===== src/source/melody_pkg.sv =====
`default_nettype none

package melody_pkg;

	typedef logic [6:0] note_t;
	typedef logic [13:0] freq_t;
	typedef logic [18:0] half_acc_t;
	typedef logic [3:0] step_t;
	typedef logic [7:0] dur_t;

	localparam note_t NOTE_REST = 7'd0;

	// Note numbers count semitones upward from C1 = 1
	localparam note_t C4 = 7'd37;
	localparam note_t Db4 = 7'd38;
	localparam note_t D4 = 7'd39;
	localparam note_t Eb4 = 7'd40;
	localparam note_t E4 = 7'd41;
	localparam note_t F4 = 7'd42;
	localparam note_t Gb4 = 7'd43;
	localparam note_t G4 = 7'd44;
	localparam note_t Ab4 = 7'd45;
	localparam note_t A4 = 7'd46;
	localparam note_t Bb4 = 7'd47;
	localparam note_t B4 = 7'd48;
	localparam note_t C5 = 7'd49;
	localparam note_t Db5 = 7'd50;
	localparam note_t D5 = 7'd51;
	localparam note_t Eb5 = 7'd52;
	localparam note_t E5 = 7'd53;
	localparam note_t F5 = 7'd54;
	localparam note_t Gb5 = 7'd55;
	localparam note_t G5 = 7'd56;
	localparam note_t Ab5 = 7'd57;
	localparam note_t A5 = 7'd58;
	localparam note_t Bb5 = 7'd59;
	localparam note_t B5 = 7'd60;

	localparam int SCORE_LEN = 16;

	// Every note is followed by a rest of the same length
	localparam note_t SCORE_NOTE [SCORE_LEN] = '{
		D4, NOTE_REST,
		D5, NOTE_REST,
		A4, NOTE_REST,
		G4, NOTE_REST,
		F4, NOTE_REST,
		D4, NOTE_REST,
		F4, NOTE_REST,
		G4, NOTE_REST
	};

	// Lengths in time-base steps
	localparam dur_t SCORE_DUR [SCORE_LEN] = '{
		8'd62, 8'd62,
		8'd125, 8'd125,
		8'd187, 8'd187,
		8'd125, 8'd125,
		8'd125, 8'd125,
		8'd62, 8'd62,
		8'd62, 8'd62,
		8'd62, 8'd62
	};

	// Accumulator threshold for one half period of the buzzer wave
	localparam half_acc_t HALF_PERIOD_LIMIT = 19'd500000;

endpackage

`default_nettype wire


===== src/source/tick_gen.sv =====
`timescale 1ns/1ps
`default_nettype none

module tick_gen #(
	parameter int SYS_FREQ_MHZ = 125,
	parameter int TIME_BASE_US = 1000
) (
	input wire clk,
	input wire reset_p,
	input wire base_en,
	output logic usec_tick,
	output logic base_tick
);

	localparam int USEC_W = (SYS_FREQ_MHZ > 1) ? $clog2(SYS_FREQ_MHZ) : 1;
	localparam int BASE_W = (TIME_BASE_US > 1) ? $clog2(TIME_BASE_US) : 1;

	logic [USEC_W-1:0] usec_cnt;
	logic [BASE_W-1:0] base_cnt;
	logic base_last;

	// Free-running microsecond divider
	always_ff @(posedge clk or posedge reset_p) begin
		if (reset_p) begin
			usec_cnt <= '0;
			usec_tick <= 1'b0;
		end else if (usec_cnt == USEC_W'(SYS_FREQ_MHZ - 1)) begin
			usec_cnt <= '0;
			usec_tick <= 1'b1;
		end else begin
			usec_cnt <= usec_cnt + 1'b1;
			usec_tick <= 1'b0;
		end
	end

	assign base_last = (base_cnt == BASE_W'(TIME_BASE_US - 1));

	// Time base restarts from zero whenever playback starts
	always_ff @(posedge clk or posedge reset_p) begin
		if (reset_p) begin
			base_cnt <= '0;
		end else if (!base_en) begin
			base_cnt <= '0;
		end else if (usec_tick) begin
			base_cnt <= base_last ? '0 : base_cnt + 1'b1;
		end
	end

	assign base_tick = usec_tick & base_en & base_last;

endmodule

`default_nettype wire


===== src/source/switch_edge.sv =====
`timescale 1ns/1ps
`default_nettype none

module switch_edge (
	input wire clk,
	input wire reset_p,
	input wire play_switch,
	output logic switch_rise,
	output logic switch_fall
);

	logic [1:0] sync;
	logic sync_d;

	// Two-flop synchronizer plus one delayed copy for edge detection
	always_ff @(posedge clk or posedge reset_p) begin
		if (reset_p) begin
			sync <= 2'b00;
			sync_d <= 1'b0;
		end else begin
			sync <= {sync[0], play_switch};
			sync_d <= sync[1];
		end
	end

	assign switch_rise = sync[1] & ~sync_d;
	assign switch_fall = ~sync[1] & sync_d;

endmodule

`default_nettype wire


===== src/source/melody_sequencer.sv =====
`timescale 1ns/1ps
`default_nettype none

module melody_sequencer (
	input wire clk,
	input wire reset_p,
	input wire switch_rise,
	input wire switch_fall,
	input wire base_tick,
	output melody_pkg::note_t note,
	output logic playing,
	output logic stop,
	output logic base_en
);

	import melody_pkg::*;

	typedef enum logic {
		ST_IDLE,
		ST_PLAY
	} seq_state_t;

	seq_state_t state;
	step_t step;
	step_t next_step;
	dur_t elapsed;
	logic step_end;
	logic last_step;

	assign next_step = step + 1'b1;
	assign last_step = (step == step_t'(SCORE_LEN - 1));

	// Step is over on the base tick that reaches its duration
	assign step_end = (dur_t'(elapsed + 1'b1) == SCORE_DUR[step]);

	always_ff @(posedge clk or posedge reset_p) begin
		if (reset_p) begin
			state <= ST_IDLE;
			step <= '0;
			elapsed <= '0;
			note <= NOTE_REST;
		end else if (switch_rise) begin
			// Restart always begins at the first step
			state <= ST_PLAY;
			step <= '0;
			elapsed <= '0;
			note <= SCORE_NOTE[0];
		end else if (switch_fall) begin
			state <= ST_IDLE;
			step <= '0;
			elapsed <= '0;
			note <= NOTE_REST;
		end else if (state == ST_PLAY && base_tick) begin
			if (step_end) begin
				elapsed <= '0;
				if (last_step) begin
					state <= ST_IDLE;
					step <= '0;
					note <= NOTE_REST;
				end else begin
					step <= next_step;
					note <= SCORE_NOTE[next_step];
				end
			end else begin
				elapsed <= elapsed + 1'b1;
			end
		end
	end

	assign playing = (state == ST_PLAY);
	assign stop = (state == ST_IDLE);

	// Time base only runs during playback
	assign base_en = playing;

endmodule

`default_nettype wire


===== src/source/tone_gen.sv =====
`timescale 1ns/1ps
`default_nettype none

module tone_gen (
	input wire clk,
	input wire reset_p,
	input melody_pkg::note_t note,
	input wire stop,
	input wire usec_tick,
	output logic buz_clk
);

	import melody_pkg::*;

	freq_t freq;
	half_acc_t half_acc;

	// Note number to frequency in Hz, equal temperament from C1
	always_ff @(posedge clk or posedge reset_p) begin
		if (reset_p) begin
			freq <= 14'd1;
		end else begin
			case (note)
				7'd1: freq <= 14'd33;
				7'd2: freq <= 14'd35;
				7'd3: freq <= 14'd37;
				7'd4: freq <= 14'd39;
				7'd5: freq <= 14'd41;
				7'd6: freq <= 14'd44;
				7'd7: freq <= 14'd46;
				7'd8: freq <= 14'd49;
				7'd9: freq <= 14'd52;
				7'd10: freq <= 14'd55;
				7'd11: freq <= 14'd58;
				7'd12: freq <= 14'd62;
				7'd13: freq <= 14'd65;
				7'd14: freq <= 14'd69;
				7'd15: freq <= 14'd73;
				7'd16: freq <= 14'd78;
				7'd17: freq <= 14'd82;
				7'd18: freq <= 14'd87;
				7'd19: freq <= 14'd92;
				7'd20: freq <= 14'd98;
				7'd21: freq <= 14'd104;
				7'd22: freq <= 14'd110;
				7'd23: freq <= 14'd117;
				7'd24: freq <= 14'd123;
				7'd25: freq <= 14'd131;
				7'd26: freq <= 14'd139;
				7'd27: freq <= 14'd147;
				7'd28: freq <= 14'd156;
				7'd29: freq <= 14'd165;
				7'd30: freq <= 14'd175;
				7'd31: freq <= 14'd185;
				7'd32: freq <= 14'd196;
				7'd33: freq <= 14'd208;
				7'd34: freq <= 14'd220;
				7'd35: freq <= 14'd233;
				7'd36: freq <= 14'd247;
				7'd37: freq <= 14'd262;
				7'd38: freq <= 14'd277;
				7'd39: freq <= 14'd294;
				7'd40: freq <= 14'd311;
				7'd41: freq <= 14'd330;
				7'd42: freq <= 14'd349;
				7'd43: freq <= 14'd370;
				7'd44: freq <= 14'd392;
				7'd45: freq <= 14'd415;
				7'd46: freq <= 14'd440;
				7'd47: freq <= 14'd466;
				7'd48: freq <= 14'd494;
				7'd49: freq <= 14'd523;
				7'd50: freq <= 14'd554;
				7'd51: freq <= 14'd587;
				7'd52: freq <= 14'd622;
				7'd53: freq <= 14'd659;
				7'd54: freq <= 14'd698;
				7'd55: freq <= 14'd740;
				7'd56: freq <= 14'd784;
				7'd57: freq <= 14'd831;
				7'd58: freq <= 14'd880;
				7'd59: freq <= 14'd932;
				7'd60: freq <= 14'd988;
				7'd61: freq <= 14'd1047;
				7'd62: freq <= 14'd1109;
				7'd63: freq <= 14'd1175;
				7'd64: freq <= 14'd1245;
				7'd65: freq <= 14'd1319;
				7'd66: freq <= 14'd1397;
				7'd67: freq <= 14'd1480;
				7'd68: freq <= 14'd1568;
				7'd69: freq <= 14'd1661;
				7'd70: freq <= 14'd1760;
				7'd71: freq <= 14'd1865;
				7'd72: freq <= 14'd1976;
				7'd73: freq <= 14'd2093;
				7'd74: freq <= 14'd2217;
				7'd75: freq <= 14'd2349;
				7'd76: freq <= 14'd2489;
				7'd77: freq <= 14'd2637;
				7'd78: freq <= 14'd2794;
				7'd79: freq <= 14'd2960;
				7'd80: freq <= 14'd3136;
				7'd81: freq <= 14'd3322;
				7'd82: freq <= 14'd3520;
				7'd83: freq <= 14'd3729;
				7'd84: freq <= 14'd3951;
				7'd85: freq <= 14'd4186;
				7'd86: freq <= 14'd4435;
				7'd87: freq <= 14'd4699;
				7'd88: freq <= 14'd4978;
				7'd89: freq <= 14'd5274;
				7'd90: freq <= 14'd5588;
				7'd91: freq <= 14'd5920;
				7'd92: freq <= 14'd6272;
				7'd93: freq <= 14'd6645;
				7'd94: freq <= 14'd7040;
				7'd95: freq <= 14'd7459;
				7'd96: freq <= 14'd7902;
				7'd97: freq <= 14'd8372;
				7'd98: freq <= 14'd8870;
				7'd99: freq <= 14'd9397;
				7'd100: freq <= 14'd9956;
				7'd101: freq <= 14'd10548;
				7'd102: freq <= 14'd11175;
				7'd103: freq <= 14'd11840;
				7'd104: freq <= 14'd12544;
				7'd105: freq <= 14'd13290;
				7'd106: freq <= 14'd14080;
				7'd107: freq <= 14'd14917;
				7'd108: freq <= 14'd15804;
				// Rest and out-of-range numbers sit at 1 Hz
				default: freq <= 14'd1;
			endcase
		end
	end

	// Adds f every microsecond, so the limit is crossed twice per period
	always_ff @(posedge clk or posedge reset_p) begin
		if (reset_p) begin
			half_acc <= '0;
			buz_clk <= 1'b0;
		end else if (!stop && usec_tick) begin
			if (half_acc > HALF_PERIOD_LIMIT) begin
				half_acc <= '0;
				buz_clk <= ~buz_clk;
			end else begin
				half_acc <= half_acc + half_acc_t'(freq);
			end
		end
	end

endmodule

`default_nettype wire


===== src/source/melody_player.sv =====
`timescale 1ns/1ps
`default_nettype none

module melody_player #(
	parameter int SYS_FREQ_MHZ = 125,
	parameter int TIME_BASE_US = 1000
) (
	input wire clk,
	input wire reset_p,
	input wire play_switch,
	output logic buz_clk,
	output melody_pkg::note_t note,
	output logic playing
);

	logic usec_tick;
	logic base_tick;
	logic base_en;
	logic switch_rise;
	logic switch_fall;
	logic stop;

	tick_gen #(
		.SYS_FREQ_MHZ(SYS_FREQ_MHZ),
		.TIME_BASE_US(TIME_BASE_US)
	) u_tick_gen (
		.clk(clk),
		.reset_p(reset_p),
		.base_en(base_en),
		.usec_tick(usec_tick),
		.base_tick(base_tick)
	);

	switch_edge u_switch_edge (
		.clk(clk),
		.reset_p(reset_p),
		.play_switch(play_switch),
		.switch_rise(switch_rise),
		.switch_fall(switch_fall)
	);

	melody_sequencer u_melody_sequencer (
		.clk(clk),
		.reset_p(reset_p),
		.switch_rise(switch_rise),
		.switch_fall(switch_fall),
		.base_tick(base_tick),
		.note(note),
		.playing(playing),
		.stop(stop),
		.base_en(base_en)
	);

	tone_gen u_tone_gen (
		.clk(clk),
		.reset_p(reset_p),
		.note(note),
		.stop(stop),
		.usec_tick(usec_tick),
		.buz_clk(buz_clk)
	);

endmodule

`default_nettype wire


===== config.mk =====
export PLATFORM = sky130hd
export DESIGN_NAME = melody_player
export DESIGN_NICKNAME = d
export VERILOG_FILES = /design/src/source/melody_pkg.sv /design/src/source/tick_gen.sv /design/src/source/switch_edge.sv /design/src/source/melody_sequencer.sv /design/src/source/tone_gen.sv /design/src/source/melody_player.sv
export SDC_FILE = /design/constraint.sdc
export NUM_CORES = 1
export LEC_CHECK = 0
export CORE_AREA = 2 2 121 123
export DETAILED_ROUTE_END_ITERATION = 12
export DIE_AREA = 0 0 123 125
export DONT_BUFFER_PORTS = 1
export PLACE_DENSITY = 0.49
export SLEW_MARGIN = 20
export SYNTH_ARGS = -nofsm -noshare
export SYNTH_HDL_FRONTEND = slang
export SYNTH_SLANG_ARGS = --single-unit

===== constraint.sdc =====
create_clock -name clk -period 2.5 [get_ports clk]
set_input_delay 0 -clock clk [delete_from_list [all_inputs] [get_ports clk]]
set_output_delay 0 -clock clk [all_outputs]
set_load 0.02 [all_outputs]

==> results of run 1 <==
flip-flops by register name, indices dropped and copies added (netlist names):
signal	flops
u_switch_edge.sync_d	1
u_tick_gen.base_cnt	10
u_melody_sequencer.step	4
u_tone_gen.half_acc	19
u_switch_edge.sync	2
u_tone_gen.buz_clk	1
u_melody_sequencer.elapsed	8
u_tick_gen.usec_tick	1
u_tone_gen.freq	11
u_melody_sequencer.base_en	1
u_tick_gen.usec_cnt	7
u_melody_sequencer.note	6
power groups by stage:
stage / Sequential [mW] / Clock (mW) / Combinational, mW
6_report: 1.28 / 1.30 / 0.601
5_1_grt: 1.29 / 1.40 / 0.680
4_1_cts: 1.27 / 1.35 / 0.598
3_5_place_dp: 1.30 / 0 / 0.593
3_3_place_gp: 1.29 / 0 / 0.596
2_1_floorplan: 1.29 / 0 / 0.431
final timing paths:
kind	cells past startpoint	start	slack, ns	end
max	8	u_tone_gen.half_acc[1]	0.06	u_tone_gen.half_acc[10]
max in group asynchronous	3	reset_p	1.65	u_tone_gen.freq[0]
min	2	reset_p	0.15	u_melody_sequencer.step[1]
min reg2reg	0	u_switch_edge.sync[0]	0.35	u_switch_edge.sync[1]
min in group clk	1	play_switch	0.22	u_switch_edge.sync[0]
max reg2reg	8	u_tone_gen.half_acc[1]	0.06	u_tone_gen.half_acc[10]
routing by layer:
| metal | up-vias | track usage, % | wire [um] |
|---|---|---|---|
| met3 | 15 | 4.15 | 400 |
| met5 | - | 0 | 0 |
| met1 | 1968 | 21.5 | 5460 |
| met4 | 0 | 4.55 | 170 |
| li1 | 2094 | - | - |
| met2 | 78 | 23.1 | 5020 |
per-stage QoR:
stage | hold slack [ns] | instance area [sq um]
floorplan | 0.0314 | 4830
global placement | -0.0500 | 5190
detailed placement | -0.0446 | 5190
global route | 0.189 | 5600
finish | 0.154 | 5600
CTS | 0.165 | 5520
cell usage after synthesis, types with 4 or more instances:
cell type  instances  area, sq um
nor2_1            53          199
clkbuf_1          22         82.6
nor2b_1            7         43.8
nor3b_1            4         30.0
nor3_1            12         60.1
o211ai_1          11         82.6
mux2_1             4         45.0
nand4_1            7         43.8
a21o_1             8         60.1
or3_1              7         43.8
and2_1             5         31.3
o21a_1             4         30.0
xor2_1            12          105
and3_1             7         43.8
o31ai_1            4         30.0
nand3_1           16         80.1
nand2b_1          13         81.3
dfrtp_1           70         1750
xnor2_1           10         87.6
inv_1             21         78.8
nand2_1           72          270
a21oi_1           27          135
o21ai_1           19         95.1
ha_1              26          325
mux2i_1            9         90.1
o21ai_0           46          230
a31oi_1            5         31.3
cells by family (layout without fill, tap and decap cells):
family          Yosys count  count (layout)  share of synthesized area [%]
other cells               1               1                         0.0780
mux                      15              15                           3.75
simple gates            217             217                           21.6
fa+ha+maj                28              28                           7.39
flops                    71              71                           37.0
xor+xnor                 22              22                           4.01
compound gates          167             167                           22.2
buf+inv                  49              76                           3.96
final cells by class:
type                    instances  area [sq um]
multi-input cells             450          2900
fillers                      1436          8600
clock buffers                  10           239
well taps                     184           230
inverters                      21          78.8
flip-flops and latches         71          1780
repair buffers                 39           314
clock inverters                 6          67.6
critical path: cells and delay by family, from the launching register on:
family          cells  cell delay, ns
compound gates      4            0.90
simple gates        2            0.46
flops               1            0.44
fa+ha+maj           1            0.39
buf+inv             1            0.15
repair_timing:
item                                    in CTS  in global routing
resized for setup                            2                  6
setup buffers                                0                  7
endpoints found under the hold margin       22                  0
hold buffers                                 2                  0
endpoints found under the setup margin       2                 12
pin swaps                                    0                  6
==> results.py, run 1 <==
metrics = {
    "status": {
        "outcome": "completed",
    },
    "routing": {
        "num_vias": 4155,
        "routedWlPerCell_um": 14.1,
        "remaining_drc_errors": 0,
        "wirelength_um": 11000,
        "viasPerCell": 5.32,
        "postRouteAntennaNets": 0,
        "drtIter0Drc": 302,
        "drtPass1Iterations": 5,
    },
    "die": {
        "num_rows": 44,
        "die_h_um": 125,
        "dieArea_sq_um": 15400,
        "core_area_sq_um": 14200,
        "fp.dieW_um": 123,
        "boundaryPins": 12,
        "floorplan.initialDensity_pct": 33.8,
    },
    "setup_path": {
        "slowest_delay_ns": 0.44,
        "endpoint_kind": "flip-flop",
        "slowest_stage": "dfrtp_2",
        "cp.arrival_ns": 2.67,
        "crit_type": "reg -> reg",
        "critPathMaxFanout": 3,
        "worstPathRequired_ns": 2.72,
        "cp_cell_sequence": "buf_4, fa_2, a21o_1, a21oi_2, nor3b_1, or3_1, a211o_1, a32o_1",
        "startpoint_type": "flip-flop",
    },
    "final_layout": {
        "utilization_pct": 39.5,
        "final_layout_size_suffix_gt1_share_pct": 12.9,
        "layout_common_cells": "72 x nand2_1, 69 x dfrtp_1, 53 x nor2_1",
        "final_common_cell": "nand2_1",
        "stdcell_count": 781,
        "areaGrowthSynthToFinish_pct": 16.6,
        "diodes": 0,
        "fin_nets": 622,
    },
    "pwr": {
        "p_sw_mw": 0.931,
        "pwr_density_cell_nw_per_um2": 567,
        "power_frac_clock_pct": 40.9,
        "sw_frac_of_total_pct": 29.3,
        "pwr-share-comb_pct": 18.9,
        "leakagePower_nw": 2.41,
        "intPower_mw": 2.25,
        "power_frac_seq_pct": 40.2,
        "vdd_drop_max_v": 0.000365,
        "total_power_mw": 3.18,
    },
    "grt": {
        "grt_util_all_layers_pct": 15.3,
        "grt_first_pass_wirelength_um": 19000,
        "grt_max_degree": 51,
        "antenna_found_initial": 0,
        "grt_pass1_vias": 3933,
        "grt_overflow_total": 0,
    },
    "logic_synthesis": {
        "ys_ff_latch": 71,
        "yosysWarnings": 0,
        "synth_ff_type": "dfrtp_1",
        "netlist_instances": 570,
        "yosysUniqueCellTypes": 71,
        "synth_fp_nets": 600,
        "ys_seq_area_share_pct": 37.0,
        "synth_edf_count": 0,
        "syn_area_sq_um": 4810,
        "synth_area_per_cell_sq_um": 8.43,
        "async_flop_share_pct": 100,
    },
    "clock_network": {
        "clk_latency_ns": 0.34,
        "clock_sinks": 71,
        "cts_tree": "done",
        "path_clk_slew_ns": 0.06,
        "clock-root-buffer": "clkbuf_16",
        "htree_levels": 3,
        "cts_max_path_buffers": 2,
        "cts_buffers": 9,
    },
    "timing": {
        "post-route-min-period_ns": 2.44,
        "maxSlewViolCount": 0,
        "setup_viol": 0,
        "tns_ns": 0,
        "worst_slack_ns": 0.0594,
        "hold_viol": 0,
        "fmax_mhz": 410,
        "rsz0062_at_grt": "true",
        "worstMarginPinSlew_ns": 0.612,
        "finalClockSkew_ns": 0.00991,
        "fin_crit_sh_pct": 97.6,
        "relSlewSlack_pct": 58.7,
    },
    "placed_design": {
        "dpl.hpwl_um": 7890,
        "io_buffers": 0,
        "dpl.cell_count": 756,
        "finalWeightedCongestion": 0.865,
        "dpl_worst_slack_ns": -0.0207,
    },
    "job": {
        "maxCapViolCount": 0,
    },
    "hold_path": {
        "holdCritPathClass": "in -> async",
    },
}
No activity file was read; power rests on OpenSTA's default activity.
==> run 2, diff against run 1 <==
--- a/config.mk
+++ b/config.mk
@@ -9,6 +9,7 @@
 export DETAILED_ROUTE_END_ITERATION = 12
 export DIE_AREA = 0 0 123 125
 export DONT_BUFFER_PORTS = 1
+export GPL_TIMING_DRIVEN = 0
 export PLACE_DENSITY = 0.49
 export SLEW_MARGIN = 20
 export SYNTH_ARGS = -nofsm -noshare
==> results.py, run 2 (synthesis gave the netlist of run 1 again) <==
metrics = {
    "placed_design": {
        "dpl.hpwl_um": 8310,
        "placed_area_sq_um": 5090,
        "dpl.cell_count": 755,
        "dpl_worst_slack_ns": -0.655,
        "io_buffers": 0,
        "finalWeightedCongestion": 0.908,
    },
    "final_layout": {
        "finish.instance_area_sq_um": 5610,
        "fin_nets": 625,
        "diodes": 0,
        "fill_cells": 1436,
        "utilization_pct": 39.5,
        "areaGrowthSynthToFinish_pct": 16.7,
        "final_layout_size_suffix_gt1_share_pct": 11.0,
        "stdcell_count": 784,
        "largest_reg_flops": 19,
        "final_common_cell": "nand2_1",
        "layout_common_cells": "72 x nand2_1, 67 x dfrtp_1, 53 x nor2_1",
        "top_register": "u_tone_gen.half_acc",
        "top_regs": "u_tone_gen.half_acc: 19 flops, u_tone_gen.freq: 11 flops, u_tick_gen.base_cnt: 10 flops",
    },
    "clock_network": {
        "path_clk_slew_ns": 0.06,
        "cts_buffers": 9,
        "clk_latency_ns": 0.34,
        "clock-root-buffer": "clkbuf_16",
        "htree_levels": 3,
        "cts_max_path_buffers": 2,
        "cts_tree": "done",
        "clock_sinks": 71,
    },
    "pwr": {
        "leakagePower_nw": 2.38,
        "power_frac_seq_pct": 42.5,
        "sw_frac_of_total_pct": 30.2,
        "power_frac_clock_pct": 38.4,
        "intPower_mw": 2.14,
        "pwr-share-comb_pct": 19.1,
        "total_power_mw": 3.06,
        "pwr_density_cell_nw_per_um2": 545,
        "p_sw_mw": 0.923,
        "vdd_drop_max_v": 0.000266,
    },
    "timing": {
        "setup_viol": 0,
        "finalHoldWorstSlack_ns": 0.114,
        "tns_ns": 0,
        "fmax_mhz": 408,
        "maxSlewViolCount": 0,
        "rsz0062_at_grt": "true",
        "finalClockSkew_ns": 0.0108,
        "relSlewSlack_pct": 52.6,
        "post-route-min-period_ns": 2.45,
        "worst_slack_ns": 0.0466,
        "hold_viol": 0,
        "worstMarginPinSlew_ns": 0.702,
        "fin_crit_sh_pct": 98.1,
    },
    "routing": {
        "drtPass1Iterations": 4,
        "routed.top_layer": "met4",
        "wirelength_um": 11600,
        "route.met3.wl_um": 383,
        "routedWlPerCell_um": 14.8,
        "met2_length_um": 5550,
        "drtIter0Drc": 381,
        "met1_length_um": 5430,
        "remaining_drc_errors": 0,
        "viasPerCell": 5.37,
        "num_vias": 4210,
        "postRouteAntennaNets": 0,
    },
    "die": {
        "die_h_um": 125,
        "fp.dieW_um": 123,
        "dieArea_sq_um": 15400,
        "core_area_sq_um": 14200,
        "boundaryPins": 12,
        "floorplan.initialDensity_pct": 33.8,
        "num_rows": 44,
    },
    "setup_path": {
        "worstPathRequired_ns": 2.73,
        "startpoint_type": "flip-flop",
        "slowest_stage": "dfrtp_1",
        "crit_family": "compound AO/OA/AOI/OAI gates",
        "cp_cell_sequence": "ha_4, fa_2, a21o_1, a21oi_2, nor3b_2, or3_4, a211o_1, a32o_1",
        "cp.arrival_ns": 2.68,
        "crit_type": "reg -> reg",
        "critical_path_buf_inv_count": 0,
        "endpoint_kind": "flip-flop",
        "slowest_delay_ns": 0.42,
        "reg2reg_depth": 8,
        "cp.depth": 8,
        "critPathMaxFanout": 3,
    },
    "grt": {
        "grt_overflow_total": 0,
        "grt_pass1_vias": 4181,
        "antenna_found_initial": 0,
        "grt_first_pass_wirelength_um": 20100,
        "grt_max_degree": 48,
        "grt_util_all_layers_pct": 16.3,
    },
    "job": {
        "maxCapViolCount": 0,
    },
    "status": {
        "outcome": "completed",
    },
    "hold_path": {
        "holdCritPathClass": "in -> async",
    },
}
run 2: changes by cell type in the layout (fill, tap and decap cells not counted), sizes merged:
cell      previous run  this run
clkinvlp             2         0
buf                 37        21
clkbuf              10        32
bufinv               1         0
inv                 22        21
clkinv               2         3
run 2: area by class of cell:
class,count,area [sq um],share of cell area (%)
Clock buffer,13,250,4.46
Clock inverter,3,18.8,0.335
Inverter,21,81.3,1.45
Timing Repair Buffer,16,156,2.79
Multi-Input combinational cell,450,2980,53.1
Tap cell,184,230,4.11
Sequential cell,71,1780,31.8
Buffer,26,114,2.03
run 2: worst paths after layout:
check                                  startpoint                         end  slack, ns
hold reg to reg             u_switch_edge.sync[0]       u_switch_edge.sync[1]       0.35
setup reg to reg           u_tone_gen.half_acc[0]     u_tone_gen.half_acc[10]       0.05
max in group asynchronous                 reset_p          u_tone_gen.freq[0]       1.78
hold / removal                            reset_p  u_melody_sequencer.step[2]       0.11
min in group clk                      play_switch       u_switch_edge.sync[0]       0.22
setup / recovery           u_tone_gen.half_acc[0]     u_tone_gen.half_acc[10]       0.05
run 2: power by group through the flow:
stage | clock network (mW) | logic [mW] | registers (mW)
final | 1.17 | 0.584 | 1.30
after global routing | 1.27 | 0.663 | 1.31
after CTS | 1.22 | 0.568 | 1.30
after detailed placement | 0 | 0.560 | 1.32
after global placement | 0 | 0.552 | 1.32
after floorplan | 0 | 0.431 | 1.29
run 2: worst reg2reg max path, delay by kind of cell (launching register included):
family / cells / cell delay [ns]
compound gates: 4 / 0.91
fa+ha+maj: 2 / 0.55
flops: 1 / 0.42
simple gates: 2 / 0.46
run 2: what timing repair did:
action,in CTS,in global routing
pin swaps,6,14
endpoints found under the setup margin,41,25
hold buffers,2,0
endpoints found under the hold margin,71,0
buffers inserted,5,8
resized for setup,13,26
run 2: routing by layer:
layer	GRT usage (%)	vias to the layer above
li1	-	2099
met1	21.3	2016
met2	25.7	73
met3	3.47	22
met4	7.75	0
met5	0	-
